<file path="config.mk">
export PLATFORM = sky130hd
export DESIGN_NAME = io_hub
export DESIGN_NICKNAME = d
export VERILOG_FILES = /design/src/rtl/io_pkg.sv /design/src/rtl/io_bus_if.sv /design/src/rtl/io_hub.sv /design/src/rtl/sysctl_port.sv /design/src/rtl/port_decoder.sv /design/src/rtl/io_bus_sequencer.sv
export SDC_FILE = /design/constraint.sdc
export NUM_CORES = 1
export LEC_CHECK = 0
export BUFFER_PORTS_ARGS = -buffer_cell sky130_fd_sc_hd__buf_2
export CAP_MARGIN = 30
export CORE_ASPECT_RATIO = 1.4
export CORE_UTILIZATION = 49
export DETAILED_ROUTE_END_ITERATION = 6
export PLACE_DENSITY = 0.89
export SYNTH_ARGS = -nofsm -noshare
export SYNTH_HDL_FRONTEND = slang
export SYNTH_HIERARCHICAL = 1
export SYNTH_SLANG_ARGS = --single-unit
</file>
<file path="constraint.sdc">
create_clock -name clk_sys -period 5.3 [get_ports clk_sys]
set_clock_uncertainty 0.2 [all_clocks]
set_input_delay 0 -clock clk_sys [delete_from_list [all_inputs] [get_ports clk_sys]]
set_output_delay 0 -clock clk_sys [all_outputs]
set_load 0.05 [all_outputs]
</file>
<file path="src/rtl/io_pkg.sv">
package io_pkg;

	typedef logic [15:0] port_addr_t;
	typedef logic [31:0] io_data_t;

	typedef enum logic [1:0] {
		size_byte  = 2'd0,
		size_word  = 2'd1,
		size_dword = 2'd2
	} io_size_e;

	typedef enum logic [3:0] {
		dev_none   = 4'd0,
		dev_hdd0   = 4'd1,
		dev_floppy = 4'd2,
		dev_dma    = 4'd3,
		dev_pic    = 4'd4,
		dev_pit    = 4'd5,
		dev_ps2    = 4'd6,
		dev_rtc    = 4'd7,
		dev_uart   = 4'd8,
		dev_sysctl = 4'd9
	} io_dev_e;

	typedef enum logic [1:0] {
		st_idle   = 2'd0,
		st_decode = 2'd1, // address on bus, decode in flight
		st_access = 2'd2,
		st_done   = 2'd3  // ack phase
	} seq_state_e;

	localparam port_addr_t SYSCTL_PORT = 16'h8888;
	localparam logic [7:0] SYSCTL_KEY = 8'hA1; // must sit in writedata[15:8]
	localparam logic [7:0] SYSCFG_DEFAULT = 8'hA2;

	// what an unclaimed port reads back
	localparam io_data_t OPEN_BUS_DATA = 32'h0000_00FF;

endpackage
</file>
<file path="src/rtl/io_bus_if.sv">
interface io_bus_if;
	import io_pkg::*;

	port_addr_t address;
	io_size_e   size;
	io_data_t   writedata;
	logic       read;  // one-cycle strobe
	logic       write; // one-cycle strobe
	io_dev_e    dev;   // registered decode of address

	modport master (
		output address, size, writedata, read, write,
		input  dev
	);

	modport decoder (
		input  address,
		output dev
	);

	modport monitor (
		input dev, size, writedata, read, write
	);

endinterface

</file>
<file path="src/rtl/io_hub.sv">
module io_hub #(
	parameter logic [7:0] SYSCFG_RESET = io_pkg::SYSCFG_DEFAULT
) (
	input  logic               clk_sys,
	input  logic               reset,

	input  logic               req,
	output logic               ack,
	input  io_pkg::port_addr_t port_address,
	input  logic               port_write,
	input  io_pkg::io_size_e   port_size,
	input  io_pkg::io_data_t   port_writedata,
	output io_pkg::io_data_t   port_readdata,

	output io_pkg::io_dev_e    dev_sel,
	output io_pkg::port_addr_t dev_address,
	output io_pkg::io_size_e   dev_size,
	output io_pkg::io_data_t   dev_writedata,
	output logic               dev_read,
	output logic               dev_write,
	input  io_pkg::io_data_t   dev_readdata,

	output logic [7:0]         syscfg
);

	io_bus_if u_bus ();

	io_bus_sequencer u_seq (
		.clk_sys        (clk_sys),
		.reset          (reset),
		.req            (req),
		.ack            (ack),
		.port_address   (port_address),
		.port_write     (port_write),
		.port_size      (port_size),
		.port_writedata (port_writedata),
		.port_readdata  (port_readdata),
		.dev_readdata   (dev_readdata),
		.bus            (u_bus.master)
	);

	port_decoder u_dec (
		.clk_sys (clk_sys),
		.reset   (reset),
		.bus     (u_bus.decoder)
	);

	sysctl_port #(
		.SYSCFG_RESET (SYSCFG_RESET)
	) u_sysctl (
		.clk_sys (clk_sys),
		.reset   (reset),
		.bus     (u_bus.monitor),
		.syscfg  (syscfg)
	);

	// device side sees the internal bus directly
	assign dev_sel       = u_bus.dev;
	assign dev_address   = u_bus.address;
	assign dev_size      = u_bus.size;
	assign dev_writedata = u_bus.writedata;
	assign dev_read      = u_bus.read;
	assign dev_write     = u_bus.write;

endmodule

</file>
<file path="src/rtl/sysctl_port.sv">
module sysctl_port #(
	parameter logic [7:0] SYSCFG_RESET = io_pkg::SYSCFG_DEFAULT
) (
	input  logic       clk_sys,
	input  logic       reset,
	io_bus_if.monitor  bus,
	output logic [7:0] syscfg
);
	import io_pkg::*;

	logic [7:0] cfg;
	logic       in_reset; // no disk access seen yet
	logic       strobe;
	logic       disk_hit;
	logic       key_write;

	assign strobe   = bus.read | bus.write;
	assign disk_hit = (bus.dev == dev_hdd0) || (bus.dev == dev_floppy);

	assign key_write = bus.write && (bus.dev == dev_sysctl) &&
		(bus.size == size_word) && (bus.writedata[15:8] == SYSCTL_KEY);

	always_ff @(posedge clk_sys) begin
		if (reset) begin
			cfg      <= SYSCFG_RESET;
			in_reset <= 1'b1;
		end
		else if (strobe && disk_hit && in_reset) begin
			cfg      <= 8'd0; // first boot disk access
			in_reset <= 1'b0;
		end
		else if (key_write) begin
			cfg      <= bus.writedata[7:0];
			in_reset <= 1'b0;
		end
	end

	assign syscfg = cfg;

endmodule

</file>
<file path="src/rtl/port_decoder.sv">
module port_decoder (
	input  logic       clk_sys,
	input  logic       reset,
	io_bus_if.decoder  bus
);
	import io_pkg::*;

	io_dev_e next_dev;

	// aligned block of 2**low_bits ports starting at base
	function automatic logic in_block(
		input port_addr_t  a,
		input port_addr_t  base,
		input int unsigned low_bits
	);
		return (a >> low_bits) == (base >> low_bits);
	endfunction

	// first match wins
	always_comb begin
		if (in_block(bus.address, 16'h01F0, 3) || bus.address == 16'h03F6)
			next_dev = dev_hdd0;
		else if (in_block(bus.address, 16'h03F0, 3))
			next_dev = dev_floppy;
		else if (in_block(bus.address, 16'h0000, 4) ||
			in_block(bus.address, 16'h0080, 4) ||
			in_block(bus.address, 16'h00C0, 5))
			next_dev = dev_dma; // slave, page regs, master
		else if (in_block(bus.address, 16'h0020, 1) ||
			in_block(bus.address, 16'h00A0, 1))
			next_dev = dev_pic;
		else if (in_block(bus.address, 16'h0040, 2) || bus.address == 16'h0061)
			next_dev = dev_pit; // 61h is the speaker gate
		else if (in_block(bus.address, 16'h0060, 3))
			next_dev = dev_ps2;
		else if (in_block(bus.address, 16'h0070, 1))
			next_dev = dev_rtc;
		else if (in_block(bus.address, 16'h03F8, 3))
			next_dev = dev_uart;
		else if (bus.address == SYSCTL_PORT)
			next_dev = dev_sysctl;
		else
			next_dev = dev_none;
	end

	always_ff @(posedge clk_sys) begin
		if (reset)
			bus.dev <= dev_none;
		else
			bus.dev <= next_dev;
	end

endmodule

</file>
<file path="src/rtl/io_bus_sequencer.sv">
module io_bus_sequencer (
	input  logic               clk_sys,
	input  logic               reset,

	input  logic               req,
	output logic               ack,
	input  io_pkg::port_addr_t port_address,
	input  logic               port_write,
	input  io_pkg::io_size_e   port_size,
	input  io_pkg::io_data_t   port_writedata,
	output io_pkg::io_data_t   port_readdata,

	input  io_pkg::io_data_t   dev_readdata,

	io_bus_if.master           bus
);
	import io_pkg::*;

	seq_state_e state;
	logic       is_write;
	logic       accept;
	io_data_t   steered;

	// new access only from idle with the previous ack gone
	assign accept = (state == st_idle) && req && !ack;

	// hdd data port is 32 bits wide, everything else is a byte device
	always_comb begin
		case (bus.dev)
			dev_hdd0: begin
				steered = dev_readdata;
			end
			dev_none,
			dev_sysctl: begin
				steered = OPEN_BUS_DATA;
			end
			default: begin
				steered = {24'd0, dev_readdata[7:0]};
			end
		endcase
	end

	// payload, no reset
	always_ff @(posedge clk_sys) begin
		if (accept) begin
			bus.address   <= port_address;
			bus.size      <= port_size;
			bus.writedata <= port_writedata;
			is_write      <= port_write;
		end

		if (state == st_access)
			port_readdata <= steered; // dev_sel valid since last edge
	end

	always_ff @(posedge clk_sys) begin
		if (reset) begin
			state     <= st_idle;
			ack       <= 1'b0;
			bus.read  <= 1'b0;
			bus.write <= 1'b0;
		end
		else begin
			bus.read  <= 1'b0;
			bus.write <= 1'b0;

			case (state)
				st_idle: begin
					if (accept)
						state <= st_decode;
				end

				st_decode: begin
					state <= st_access; // decoder registers dev at this edge
				end

				st_access: begin
					bus.read  <= !is_write;
					bus.write <= is_write;
					state     <= st_done;
				end

				st_done: begin
					if (!ack) begin
						ack <= 1'b1;
					end
					else if (!req) begin
						ack   <= 1'b0;
						state <= st_idle;
					end
				end

				default: begin
					state <= st_idle;
				end
			endcase
		end
	end

endmodule

</file>
-- After elaboration in Yosys (flattened, before gate mapping)
Cells that the tools add are included.
- logic and storage cells: 88
- register bits after elaboration: 101
- output and inout bits: 97
- input bits: 86
- bitwise gates (word level): 2
- reduce and logical (&&, ||, !) cells: 26
- muxes and demuxes: 20
- eq/ne operators: 24
- operators with widths (cell ; count):
    32-bit one-hot mux with 2 select lines ; 1
    13-bit by 7-bit equality test with 1-bit output (second input constant) ; 2
    16-bit by 10-bit equality test with 1-bit output (second input constant) ; 1
    16-bit equality test (second input constant) ; 1
    16-bit by 7-bit equality test with 1-bit output (second input constant) ; 1
    16-bit zero test ; 1
    8-bit 2-to-1 mux ; 2
    15-bit by 5-bit equality test with 1-bit output (second input constant) ; 1
    15-bit by 6-bit equality test with 1-bit output (second input constant) ; 1
    15-bit by 7-bit equality test with 1-bit output (second input constant) ; 1
    14-bit by 5-bit equality test with 1-bit output (second input constant) ; 1
    13-bit by 4-bit equality test with 1-bit output (second input constant) ; 1
    13-bit by 6-bit equality test with 1-bit output (second input constant) ; 1
    12-bit by 4-bit equality test with 1-bit output (second input constant) ; 1
    3-bit 2-to-1 mux ; 4
    11-bit by 3-bit equality test with 1-bit output (second input constant) ; 1
    2-bit 2-to-1 mux ; 5
    8-bit equality test (second input constant) ; 1
    4-bit 2-to-1 mux ; 2
    2-bit one-hot mux with 4 select lines ; 1
    2-bit OR reduction ; 4
    8-bit OR reduction ; 1
    1-bit logical AND ; 7
    1-bit logical OR ; 6
    other kinds (16) ; 24

-- Longest topological paths before layout
Gate-level depths: netlist of run 1.
- word-level depth: 10
- depth in mapped cells: 5
- gate-level depth less buffers: 5

-- Cells and area by module
Netlist of run 1, hierarchy kept.
- modules (own cells, without submodules) (module ; area each (um2) ; cells an instance ; times used):
    io_bus_sequencer ; 3002.9 ; 149 ; 1
    sysctl_port ; 426.7 ; 33 ; 1
    port_decoder ; 384.1 ; 47 ; 1

-- Worst setup path after synthesis of run 1
OpenSTA, ideal clock, no wires.
- path type: register to register
- from: reg u_seq.ack
- to: reg u_seq.bus.address[0], enable pin
- cell stages (with the launch flop): 3
- setup time: 0.460 ns
- setup slack: 1.662 ns
- data required time: 4.640 ns
- arrival: 2.978 ns
- path through: dfxtp_1 > or2b_1 > nor2_1
- word-level cells in the longest chain between the ends: 2
- RTL lines (element ; RTL line ; source):
    start, declared ; io_bus_sequencer.sv:6 ; output logic ack,
    start signal, assigned ; io_bus_sequencer.sv:59 ; ack <= 1'b0;
    start signal, assigned ; io_bus_sequencer.sv:85 ; ack <= 1'b1;
    start signal, assigned ; io_bus_sequencer.sv:88 ; ack <= 1'b0;
    1-bit zero test ; io_bus_sequencer.sv:25 ; assign accept = (state == st_idle) && req && !ack;
    1-bit logical AND ; io_bus_sequencer.sv:25 ;
    via u_seq.accept ; io_bus_sequencer.sv:21 ; logic accept;
    end signal, assigned ; io_bus_sequencer.sv:46 ; bus.address <= port_address;
    end, declared ; io_bus_if.sv:12 ; output address, size, writedata, read, write,
The timed path passes the listed nets, and every way through them passes these cells.
A chain may end at the register's enable or synchronous reset.

-- Worst setup path in the final report of run 1
- from: reg u_seq.state[1]
- to: reg u_seq.bus.writedata[15], enable pin
- word-level cells in the longest chain between the ends: 3
- RTL lines (element ; RTL line ; source):
    start, declared ; io_bus_sequencer.sv:19 ; seq_state_e state;
    start signal, assigned ; io_bus_sequencer.sv:58 ; state <= st_idle;
    start signal, assigned ; io_bus_sequencer.sv:70 ; state <= st_decode;
    start signal, assigned ; io_bus_sequencer.sv:74 ; state <= st_access;
    2-bit zero test ; io_bus_sequencer.sv:25 ;
    1-bit logical AND (2 in series) ; io_bus_sequencer.sv:25 ;
    via u_seq.accept ; io_bus_sequencer.sv:21 ;
    end signal, assigned ; io_bus_sequencer.sv:48 ; bus.writedata <= port_writedata;
    end, declared ; io_bus_if.sv:12 ;
The timed path passes the listed nets, and every way through them passes these cells.

==> results.yml, run 1 <==
power_and_ir_drop:
  cellPowerDensity_nw_per_um2: 429
  max-vdd-ir-drop_mv: 0.323
  leakage_nw: 2.39
layout:
  seqCellArea_sq_um: 2850
  area_growth_pct: 54.1
  multi_input_comb_area_sq_um: 932
  stdcell_area_sq_um: 5880
  antenna_cells: 0
  drive_gt1_share_pct: 42.4
  fin_nets: 596
  fill_cells: 419
synthesis:
  synth_area_leaders: "sky130_fd_sc_hd__edfxtp_1 (65%), sky130_fd_sc_hd__dfxtp_1 (9.4%), sky130_fd_sc_hd__and2_1 (3.9%)"
  synth_top_cells_by_count: "sky130_fd_sc_hd__edfxtp_1 (83), sky130_fd_sc_hd__and2_1 (24), sky130_fd_sc_hd__dfxtp_1 (18), sky130_fd_sc_hd__nand2b_1 (10), sky130_fd_sc_hd__nor2_1 (7)"
  synth_area_sq_um: 3810
  synth.top_cell.area_share_pct: 65.4
  syn-num-nets: 318
  yosys_most_used_dff: "sky130_fd_sc_hd__edfxtp_1"
  synth-edff-count: 83
  synth_warnings: 6
  post_synth_num_cell_types: 52
  synth_top_area_cell: "sky130_fd_sc_hd__edfxtp_1"
  async_reset_ff_share_pct: 0
  yosysSeqAreaShare_pct: 74.8
  leading_cell_type_by_number_of_instances_after_synthesis: "sky130_fd_sc_hd__edfxtp_1"
  synthCells: 229
  synthesis.area_per_instance_sq_um: 16.7
  synthesis_stage_register_bit_count: 101
floorplan:
  die_w_microns: 76.6
  rows: 37
  ios: 183
  die_height_microns: 106
  die_area_sq_um: 8140
  core_sq_um: 7450
  initial_core_util_pct: 51.2
detailed_routing:
  drc_errors: 0
  drt.antenna.violating_nets: 0
  drt-initial-drc-count: 243
  route.final.wire_length_mm: 11.8
  post_detailed_route_via_to_cell_ratio: 5.33
  detailroute.via_count: 3246
  route.detailed.wl_per_inst_microns: 19.4
  drt_first_pass_iters: 5
placed_design:
  gp_routability_congestion: 0.801
  io_buffers: 182
  post_detailed_placement_cell_area_sq_um: 4850
  hpwl_mm: 6.13
setup_path:
  worstPathMaxFanout: 39
  worst-endpoint-required_ps: 5120
  kind_of_critical_path: "reg2reg"
  cp-end-kind: "flop"
  cp_launch_type: "flop"
  critPathArrivalTime_ps: 2250
grt:
  overflow_left_after_global_routing: 0
  grt_first_pass_wirelength_mm: 18.0
  maximum_number_of_pins_on_one_net_before_global_route_repair: 40
  grt_antenna_before_repair: 0
  gr-usage-all-layers_pct: 30.1
  grt_pass1_vias: 3382
clock_tree:
  insertion_delay_ps: 380
  htree_num_levels: 3
  number_of_buffers_inserted_during_clock_tree_synthesis: 9
  tritoncts_clock_tree: "done"
  cts.sink_count: 101
  postCtsSetupBuffers: 0
  maximum_clock_path_buffer_count: 2
  cts.root.buffer_cell: "sky130_fd_sc_hd__clkbuf_8"
  clk_pin_slew_ps: 110
run_status:
  outcome: "complete, no violations"
sta:
  hold_viol: 0
  timing.slew.headroom_pct: 43.5
  unrepaired_setup_endpoints_after_global_routing: "no"
  worst_pin_slew_ps: 843
  timing_max_transition_violations_final: 0
  fmaxAchievable_mhz: 411
  report.final.setup_viol: 0
  min_period_ps: 2430
  timing.setup.tns_ps: 0
  final.period_utilization_pct: 45.9
run:
  max_cap_viol_count: 0
hold_path:
  worstHoldPathType: "in2reg"
-- critical path, stage by stage (launching register included) --
cell and delay [ps]:
sky130_fd_sc_hd__dfxtp_1 370, sky130_fd_sc_hd__inv_1 140, sky130_fd_sc_hd__ha_1 320, sky130_fd_sc_hd__inv_1 130
sky130_fd_sc_hd__nor2_4 360, sky130_fd_sc_hd__buf_4 520
-- layout make-up --
| type | instances | share of cell area, % |
|---|---|---|
| inverters | 4 | 0.256 |
| well taps | 97 | 2.07 |
| clock buffers | 11 | 2.24 |
| clock inverters | 5 | 0.618 |
| repair buffers | 270 | 30.4 |
| multi-input cells | 121 | 15.9 |
| flip-flops and latches | 101 | 48.6 |
-- through the flow --
step / total power [mW] / util, % / hold slack [ps] / setup WS (ps) / std cells
3_3_place_gp: 1.97 / 65.0 / -23.7 / 3020 / 507
5_1_grt: 2.60 / 78.8 / 126 / 2830 / 609
2_1_floorplan: 1.78 / - / -135 / 1660 / 229
6_report: 2.52 / 78.8 / 133 / 2870 / 609
3_5_place_dp: 1.99 / 65.0 / -21.9 / 2960 / 507
4_1_cts: 2.46 / 78.8 / 116 / 2950 / 609
-- final timing paths --
kind	startpoint	slack, ps	cells past startpoint	to
setup / recovery	u_seq/state[1]$_SDFFE_PP0P_	2870	5	u_seq/bus.writedata[15]$_DFFE_PP_
hold / removal	port_writedata[29]	130	2	u_seq/bus.writedata[29]$_DFFE_PP_
setup reg to reg	u_seq/state[1]$_SDFFE_PP0P_	2870	5	u_seq/bus.writedata[15]$_DFFE_PP_
hold reg to reg	u_seq/is_write$_DFFE_PP_	260	1	u_seq/bus.read$_SDFF_PP0_
-- kinds of logic (layout without fill, tap and decap cells) --
kind of cell / Yosys count / count (layout) / share of synthesized area (%)
simple gates: 86 / 86 / 16.3
fa+ha+maj: 3 / 3 / 0.984
xor+xnor: 1 / 1 / 0.230
flops: 101 / 101 / 74.8
buf+inv: 7 / 290 / 0.951
mux: 5 / 5 / 1.31
compound gates: 26 / 26 / 5.41
-- registers in the layout (all words and copies together), names as in the netlist --
signal               count
u_seq/is_write           1
u_seq/state              2
u_sysctl/syscfg          8
u_seq/bus.address       16
u_seq/port_readdata     32
u_dec/bus.dev            4
u_seq/bus.read           1
u_seq/bus.size           2
u_seq/bus.write          1
u_seq/ack                1
u_seq/bus.writedata     32
u_sysctl/in_reset        1
-- what timing repair did --
action,4_1_cts,5_1_grt
hold endpoints to repair,101,0
endpoints found under the setup margin,0,0
gates resized for setup,0,0
hold buffers,86,0
-- per-layer routing --
metal,global-route usage [%],up-vias,wire (microns),part of all wire [%]
met5,0,-,0,0
met1,32.1,1518,4190,35
met2,54.5,253,6230,53
li1,-,1436,-,-
met4,13.7,0,403,3.4
met3,8.84,39,1010,8.5
-- placed cells by master (no fill, tap or decap), types with 3 or more instances in the layout --
cell | Yosys | layout
sky130_fd_sc_hd__buf_2 | 0 | 182
sky130_fd_sc_hd__dlygate4sd3_1 | 0 | 86
sky130_fd_sc_hd__edfxtp_1 | 83 | 83
sky130_fd_sc_hd__and2_1 | 24 | 24
sky130_fd_sc_hd__dfxtp_1 | 18 | 18
sky130_fd_sc_hd__nand2b_1 | 10 | 10
sky130_fd_sc_hd__clkbuf_8 | 1 | 9
sky130_fd_sc_hd__nor2_1 | 7 | 6
sky130_fd_sc_hd__mux2i_1 | 5 | 5
sky130_fd_sc_hd__nor3_2 | 5 | 5
sky130_fd_sc_hd__a21oi_1 | 4 | 4
sky130_fd_sc_hd__nor3_1 | 4 | 4
sky130_fd_sc_hd__nand2_1 | 4 | 4
sky130_fd_sc_hd__inv_1 | 4 | 4
sky130_fd_sc_hd__clkinvlp_4 | 0 | 3
sky130_fd_sc_hd__nand3b_1 | 3 | 3
sky130_fd_sc_hd__a31oi_1 | 3 | 3
sky130_fd_sc_hd__or3b_2 | 3 | 3
sky130_fd_sc_hd__ha_1 | 3 | 3
sky130_fd_sc_hd__a221o_1 | 3 | 3
-- power by group --
group	internal (mW)	total (mW)	switching, mW
Sequential	1.07	1.16	0.0940
Combinational	0.217	0.922	0.705
Clock	0.172	0.438	0.266
Total	1.46	2.52	1.07
(Power assumes the default switching activity.)
==> run 2: changes to the inputs <==
--- a/config.mk
+++ b/config.mk
@@ -8,9 +8,9 @@
 export BUFFER_PORTS_ARGS = -buffer_cell sky130_fd_sc_hd__buf_2
 export CAP_MARGIN = 30
 export CORE_ASPECT_RATIO = 1.4
-export CORE_UTILIZATION = 49
+export CORE_UTILIZATION = 46
 export DETAILED_ROUTE_END_ITERATION = 6
-export PLACE_DENSITY = 0.89
+export PLACE_DENSITY = 0.85
 export SYNTH_ARGS = -nofsm -noshare
 export SYNTH_HDL_FRONTEND = slang
 export SYNTH_HIERARCHICAL = 1
==> constraint.sdc (replaced) <==
create_clock -name clk_sys -period 2.41 [get_ports clk_sys]
set_clock_uncertainty 0.2 [all_clocks]
set_input_delay 0 -clock clk_sys [delete_from_list [all_inputs] [get_ports clk_sys]]
set_output_delay 0 -clock clk_sys [all_outputs]
set_load 0.05 [all_outputs]
==> results.yml, run 2 (synthesis gave the netlist of run 1 again) <==
run_status:
  outcome: "complete, no violations"
power_and_ir_drop:
  clockPowerShare_pct: 17.9
  power.share.switching_pct: 40.5
  power.internal_mw: 3.27
  p_comb_share_pct: 36.3
  p_sw_mw: 2.23
  leakage_nw: 2.42
  max-vdd-ir-drop_mv: 0.601
  cellPowerDensity_nw_per_um2: 927
  sequential_fraction_of_design_power_pct: 45.7
clock_tree:
  cts.sink_count: 101
  postCtsHoldBufs: 86
  post_cts_resized: 0
  maximum_clock_path_buffer_count: 2
  htree_num_levels: 3
  tritoncts_clock_tree: "done"
  insertion_delay_ps: 360
  cts.root.buffer_cell: "sky130_fd_sc_hd__clkbuf_8"
  postCtsSetupBuffers: 0
  clk_pin_slew_ps: 90
  number_of_buffers_inserted_during_clock_tree_synthesis: 9
setup_path:
  reg2reg_depth: 5
  worst_path_dominant_cell_family: "simple AND/OR/NAND/NOR gates"
  crit_buf_inv: 1
  cpPeakStageDelay_ps: 560
  critical-path-slowest-cell: "sky130_fd_sc_hd__or4b_4"
  critPathArrivalTime_ps: 2220
  worst-endpoint-required_ps: 2460
  ordered_list_of_cells_on_the_worst_path: "or4b_4 -> nor4_4 -> buf_4 -> nor2_2 -> a221o_1"
  cp_launch_type: "flop"
  worstPathMaxFanout: 9
  reg2reg_setup_slack_ps: 240
  reg2reg_to: "u_sysctl/syscfg[5]$_SDFFE_PP1P_"
  number_of_gates_on_the_worst_path_with_buffers_counted: 5
  cp-end-kind: "flop"
  worstSetupEndpoint: "u_sysctl/syscfg[5]$_SDFFE_PP1P_"
  kind_of_critical_path: "reg2reg"
  worst_r2r_start: "u_seq/bus.writedata[11]$_DFFE_PP_"
  worst_setup_path_startpoint: "u_seq/bus.writedata[11]$_DFFE_PP_"
floorplan:
  rows: 38
  ios: 183
  initial_core_util_pct: 48.3
  die_area_sq_um: 8660
  core_sq_um: 7890
  die_height_microns: 110
  die_w_microns: 79.0
detailed_routing:
  post_detailed_route_via_to_cell_ratio: 5.05
  drc_errors: 0
  detailroute.via_count: 3107
  route.detailed.wl_per_inst_microns: 17.5
  drt.antenna.violating_nets: 0
  drt-initial-drc-count: 176
  drt_first_pass_iters: 4
  route.final.wire_length_mm: 10.7
sta:
  min_period_ps: 2170
  timing.final.ws_setup_ps: 240
  hold_viol: 0
  timing_max_transition_violations_final: 0
  unrepaired_setup_endpoints_after_global_routing: "no"
  worst_pin_slew_ps: 495
  final.period_utilization_pct: 90.0
  timing.slew.headroom_pct: 66.9
  fmaxAchievable_mhz: 461
  report.final.setup_viol: 0
hold_path:
  min_path_cells: 2
  worstHoldPathType: "in2reg"
grt:
  most_crowded_layer_gr: "met2"
  grt_use_met3_pct: 6.89
  use_met1_pct: 25.9
  grt_first_pass_wirelength_mm: 15.8
  gr-usage-all-layers_pct: 24.9
  global_route_met2_utilization_pct: 47.1
  grt_antenna_before_repair: 0
  overflow_left_after_global_routing: 0
  maximum_number_of_pins_on_one_net_before_global_route_repair: 52
  grt_pass1_vias: 3220
run:
  max_cap_viol_count: 0
layout:
  layout.cells.most_common_list: "sky130_fd_sc_hd__buf_2 (182), sky130_fd_sc_hd__dlygate4sd3_1 (86), sky130_fd_sc_hd__edfxtp_1 (83)"
  fill_cells: 489
  drive_gt1_share_pct: 42.9
  stdcell_area_sq_um: 5930
  layout_commonest_cell: "sky130_fd_sc_hd__buf_2"
  area_growth_pct: 55.5
  reg.largest.list: "u_seq/bus.writedata x32, u_seq/port_readdata x32, u_seq/bus.address x16"
  antenna_cells: 0
  fin_nets: 599
placed_design:
  io_buffers: 182
  post_detailed_placement_cell_area_sq_um: 4890
  hpwl_mm: 6.59
  dpl_worst_slack_ps: 255
  gp_routability_congestion: 0.797
[run 2: per-stage QoR]
step	hold WS, ps	util (%)	cells	setup TNS [ps]	power, mW
floorplan	-135	-	229	-157	3.92
global placement	-23.4	62.0	513	0	4.37
detailed placement	-21.9	62.0	513	0	4.42
CTS	125	75.1	615	0	5.49
global route	133	75.1	615	0	5.70
finish	136	75.1	615	0	5.49
[run 2: worst register-to-register path: stages (launching register included)]
cell	delay, ps
sky130_fd_sc_hd__edfxtp_1	390
sky130_fd_sc_hd__or4b_4	560
sky130_fd_sc_hd__nor4_4	280
sky130_fd_sc_hd__buf_4	240
sky130_fd_sc_hd__nor2_2	70
sky130_fd_sc_hd__a221o_1	320
[run 2: worst min-delay path by stage]
stage / startpoint / endpoint / slack, ps
2_1_floorplan: reset / u_dec/bus.dev[2]$_SDFF_PP0_ / -140
3_3_place_gp: port_address[14] / u_seq/bus.address[14]$_DFFE_PP_ / -20
3_5_place_dp: port_address[6] / u_seq/bus.address[6]$_DFFE_PP_ / -20
4_1_cts: port_writedata[20] / u_seq/bus.writedata[20]$_DFFE_PP_ / 120
5_1_grt: port_writedata[31] / u_seq/bus.writedata[31]$_DFFE_PP_ / 130
6_report: port_writedata[19] / u_seq/bus.writedata[19]$_DFFE_PP_ / 140
[run 2: power groups by stage]
stage	sequential (mW)	combinational [mW]	clock [mW]
5_1_grt	2.55	2.08	1.06
2_1_floorplan	3.51	0.407	0
6_report	2.51	2.00	0.984
3_5_place_dp	2.55	1.87	0
3_3_place_gp	2.52	1.85	0
4_1_cts	2.51	1.99	0.997
[run 2: cell type report]
cell class | count | area [sq um] | area share, %
flip-flops and latches | 101 | 2850 | 48.1
multi-input cells | 121 | 936 | 15.8
repair buffers | 273 | 1820 | 30.7
clock inverters | 3 | 20.0 | 0.338
well taps | 100 | 125 | 2.11
inverters | 4 | 15.0 | 0.253
clock buffers | 13 | 159 | 2.68
[run 2: metal layers]
layer	vias to the layer above	wire (microns)
met5	-	0
met4	0	174
met3	13	919
met2	178	5790
met1	1473	3850
li1	1443	-
==> run 3: changes to the inputs <==
--- a/config.mk
+++ b/config.mk
@@ -7,10 +7,12 @@
 export LEC_CHECK = 0
 export BUFFER_PORTS_ARGS = -buffer_cell sky130_fd_sc_hd__buf_2
 export CAP_MARGIN = 30
+export CELL_PAD_IN_SITES_DETAIL_PLACEMENT = 0
+export CELL_PAD_IN_SITES_GLOBAL_PLACEMENT = 1
 export CORE_ASPECT_RATIO = 1.4
-export CORE_UTILIZATION = 46
+export CORE_UTILIZATION = 36
 export DETAILED_ROUTE_END_ITERATION = 6
-export PLACE_DENSITY = 0.85
+export PLACE_DENSITY = 0.84
 export SYNTH_ARGS = -nofsm -noshare
 export SYNTH_HDL_FRONTEND = slang
 export SYNTH_HIERARCHICAL = 1
==> results.yml, run 3 (synthesis gave the netlist of run 1 again) <==
setup_path:
  worst_setup_path_startpoint: "u_seq/bus.address[10]$_DFFE_PP_"
  worst-endpoint-required_ps: 2470
  worstPathMaxFanout: 5
  cpPeakStageDelay_ps: 550
  reg2reg_depth: 4
  reg2reg_to: "u_dec/bus.dev[2]$_SDFF_PP0_"
  critical-path-slowest-cell: "sky130_fd_sc_hd__or4_4"
  cp-end-kind: "flop"
  reg2reg_setup_slack_ps: 240
  cp_launch_type: "flop"
  ordered_list_of_cells_on_the_worst_path: "or4_4 -> or3_4 -> or3_1 -> a211oi_2"
  worst_r2r_start: "u_seq/bus.address[10]$_DFFE_PP_"
  critPathArrivalTime_ps: 2230
  kind_of_critical_path: "reg2reg"
grt:
  grt_antenna_before_repair: 0
  gr-usage-all-layers_pct: 17.4
  maximum_number_of_pins_on_one_net_before_global_route_repair: 37
  overflow_left_after_global_routing: 0
  grt_first_pass_wirelength_mm: 14.1
  grt_pass1_vias: 2946
sta:
  whs_ps: 164
  timing.slew.headroom_pct: 69.1
  unrepaired_setup_endpoints_after_global_routing: "no"
  timing.final.ws_setup_ps: 241
  hold_viol: 0
  final.period_utilization_pct: 90.0
  min_period_ps: 2170
  timing_max_transition_violations_final: 0
  report.final.setup_viol: 0
  worst_pin_slew_ps: 460
  fmaxAchievable_mhz: 461
placed_design:
  hpwl_mm: 6.16
  dpl_worst_slack_ps: 255
  gp_routability_congestion: 0.777
  post-place-cells: 552
  io_buffers: 182
power_and_ir_drop:
  p_comb_share_pct: 33.5
  max-vdd-ir-drop_mv: 0.599
  sequential_fraction_of_design_power_pct: 42.9
  power.share.switching_pct: 38.7
  clockPowerShare_pct: 23.6
  p_sw_mw: 2.26
  leakage_nw: 2.47
  cellPowerDensity_nw_per_um2: 963
  power.internal_mw: 3.59
layout:
  antenna_cells: 0
  drive_gt1_share_pct: 43.2
  layout_commonest_cell: "sky130_fd_sc_hd__buf_2"
  layout.cells.most_common_list: "sky130_fd_sc_hd__buf_2 (182), sky130_fd_sc_hd__dlygate4sd3_1 (86), sky130_fd_sc_hd__edfxtp_1 (83)"
  finish.cell_count_without_fillers: 654
  fill_cells: 863
  reg.largest.list: "u_seq/bus.writedata x32, u_seq/port_readdata x32, u_seq/bus.address x16"
  fin_nets: 600
  area_growth_pct: 59.4
floorplan:
  ios: 183
  initial_core_util_pct: 36.8
  die_area_sq_um: 11000
  rows: 44
  core_sq_um: 10300
  die_height_microns: 124
  die_w_microns: 89.0
detailed_routing:
  post_detailed_route_via_to_cell_ratio: 4.54
  drc_errors: 0
  drt_first_pass_iters: 4
  drt-initial-drc-count: 96
  route.final.wire_length_mm: 9.56
  detailroute.via_count: 2968
  drt.antenna.violating_nets: 0
  route.detailed.wl_per_inst_microns: 14.6
clock_tree:
  cts.sink_count: 101
  tritoncts_clock_tree: "done"
  htree_num_levels: 3
  maximum_clock_path_buffer_count: 2
  cts.root.buffer_cell: "sky130_fd_sc_hd__clkbuf_16"
  post_cts_resized: 0
  insertion_delay_ps: 340
  clk_pin_slew_ps: 70
  number_of_buffers_inserted_during_clock_tree_synthesis: 9
hold_path:
  min_path_cells: 2
  worstHoldPathType: "in2reg"
  capture_endpoint_of_the_worst_hold_path: "u_seq/bus.writedata[3]$_DFFE_PP_"
  min_from: "port_writedata[3]"
run:
  max_cap_viol_count: 0
run_status:
  outcome: "complete, no violations"
[run 3: changes by cell type in the layout (fill, tap and decap cells not counted), sizes merged]
cell    change
clkbuf      -2
clkinv      +1
inv         +1
buf         +1
[run 3: critical path, delay by kind of cell, from the launching register on]
kind               cells  cell delay, ps
AOI/OAI and AO/OA      1             180
and+or+nand+nor        3            1310
DFF                    1             400
[run 3: worst max path at each step]
stage / end / slack (ps) / cells past startpoint
global placement: u_dec/bus.dev[2]$_SDFF_PP0_ / 300 / 4
finish: u_dec/bus.dev[2]$_SDFF_PP0_ / 240 / 4
floorplan: u_sysctl/syscfg[1]$_SDFFE_PP1P_ / -50 / 4
global route: u_dec/bus.dev[2]$_SDFF_PP0_ / 160 / 4
detailed placement: u_dec/bus.dev[2]$_SDFF_PP0_ / 260 / 4
CTS: u_dec/bus.dev[2]$_SDFF_PP0_ / 230 / 4
[run 3: stage by stage]
stage / utilization, % / TNS, ps / power [mW] / area [sq um]
finish: 58.8 / 0 / 5.86 / 6080
global route: 58.8 / 0 / 6.12 / 6080
CTS: 58.8 / 0 / 5.89 / 6080
detailed placement: 47.7 / 0 / 4.40 / 4930
global placement: 47.7 / 0 / 4.37 / 4930
floorplan: - / -157 / 3.92 / 3820
[run 3: area by class of cell]
cell class / instances / area (sq um) / share of cell area, %
inverters: 4 / 15.0 / 0.247
flip-flops and latches: 101 / 2850 / 46.9
repair buffers: 274 / 1820 / 29.9
clock inverters: 5 / 33.8 / 0.556
clock buffers: 11 / 254 / 4.18
well taps: 138 / 173 / 2.84
multi-input cells: 121 / 936 / 15.4
[run 3: power by group through the flow]
stage          Combinational (mW)  Sequential (mW)  Clock (mW)
5_1_grt                      2.08             2.56        1.48
2_1_floorplan               0.407             3.51           0
3_5_place_dp                 1.85             2.55           0
6_report                     1.96             2.51        1.38
4_1_cts                      1.97             2.51        1.41
3_3_place_gp                 1.84             2.53           0
[run 3: timing repair]
| action | 4_1_cts | 5_1_grt |
|---|---|---|
| buffers inserted | 0 | 0 |
| endpoints found under the hold margin | 96 | 0 |
| hold buffers | 86 | 0 |
| endpoints found under the setup margin | 0 | 0 |
[run 3: metal layers]
layer  global-route usage (%)  vias to the layer above  share of wire [%]
met1                     19.2                     1362                 40
met3                     4.24                       15                7.3
li1                         -                     1446                  -
met5                        0                        -                  0
met2                     31.0                      145                 51
met4                     8.43                        0                2.1
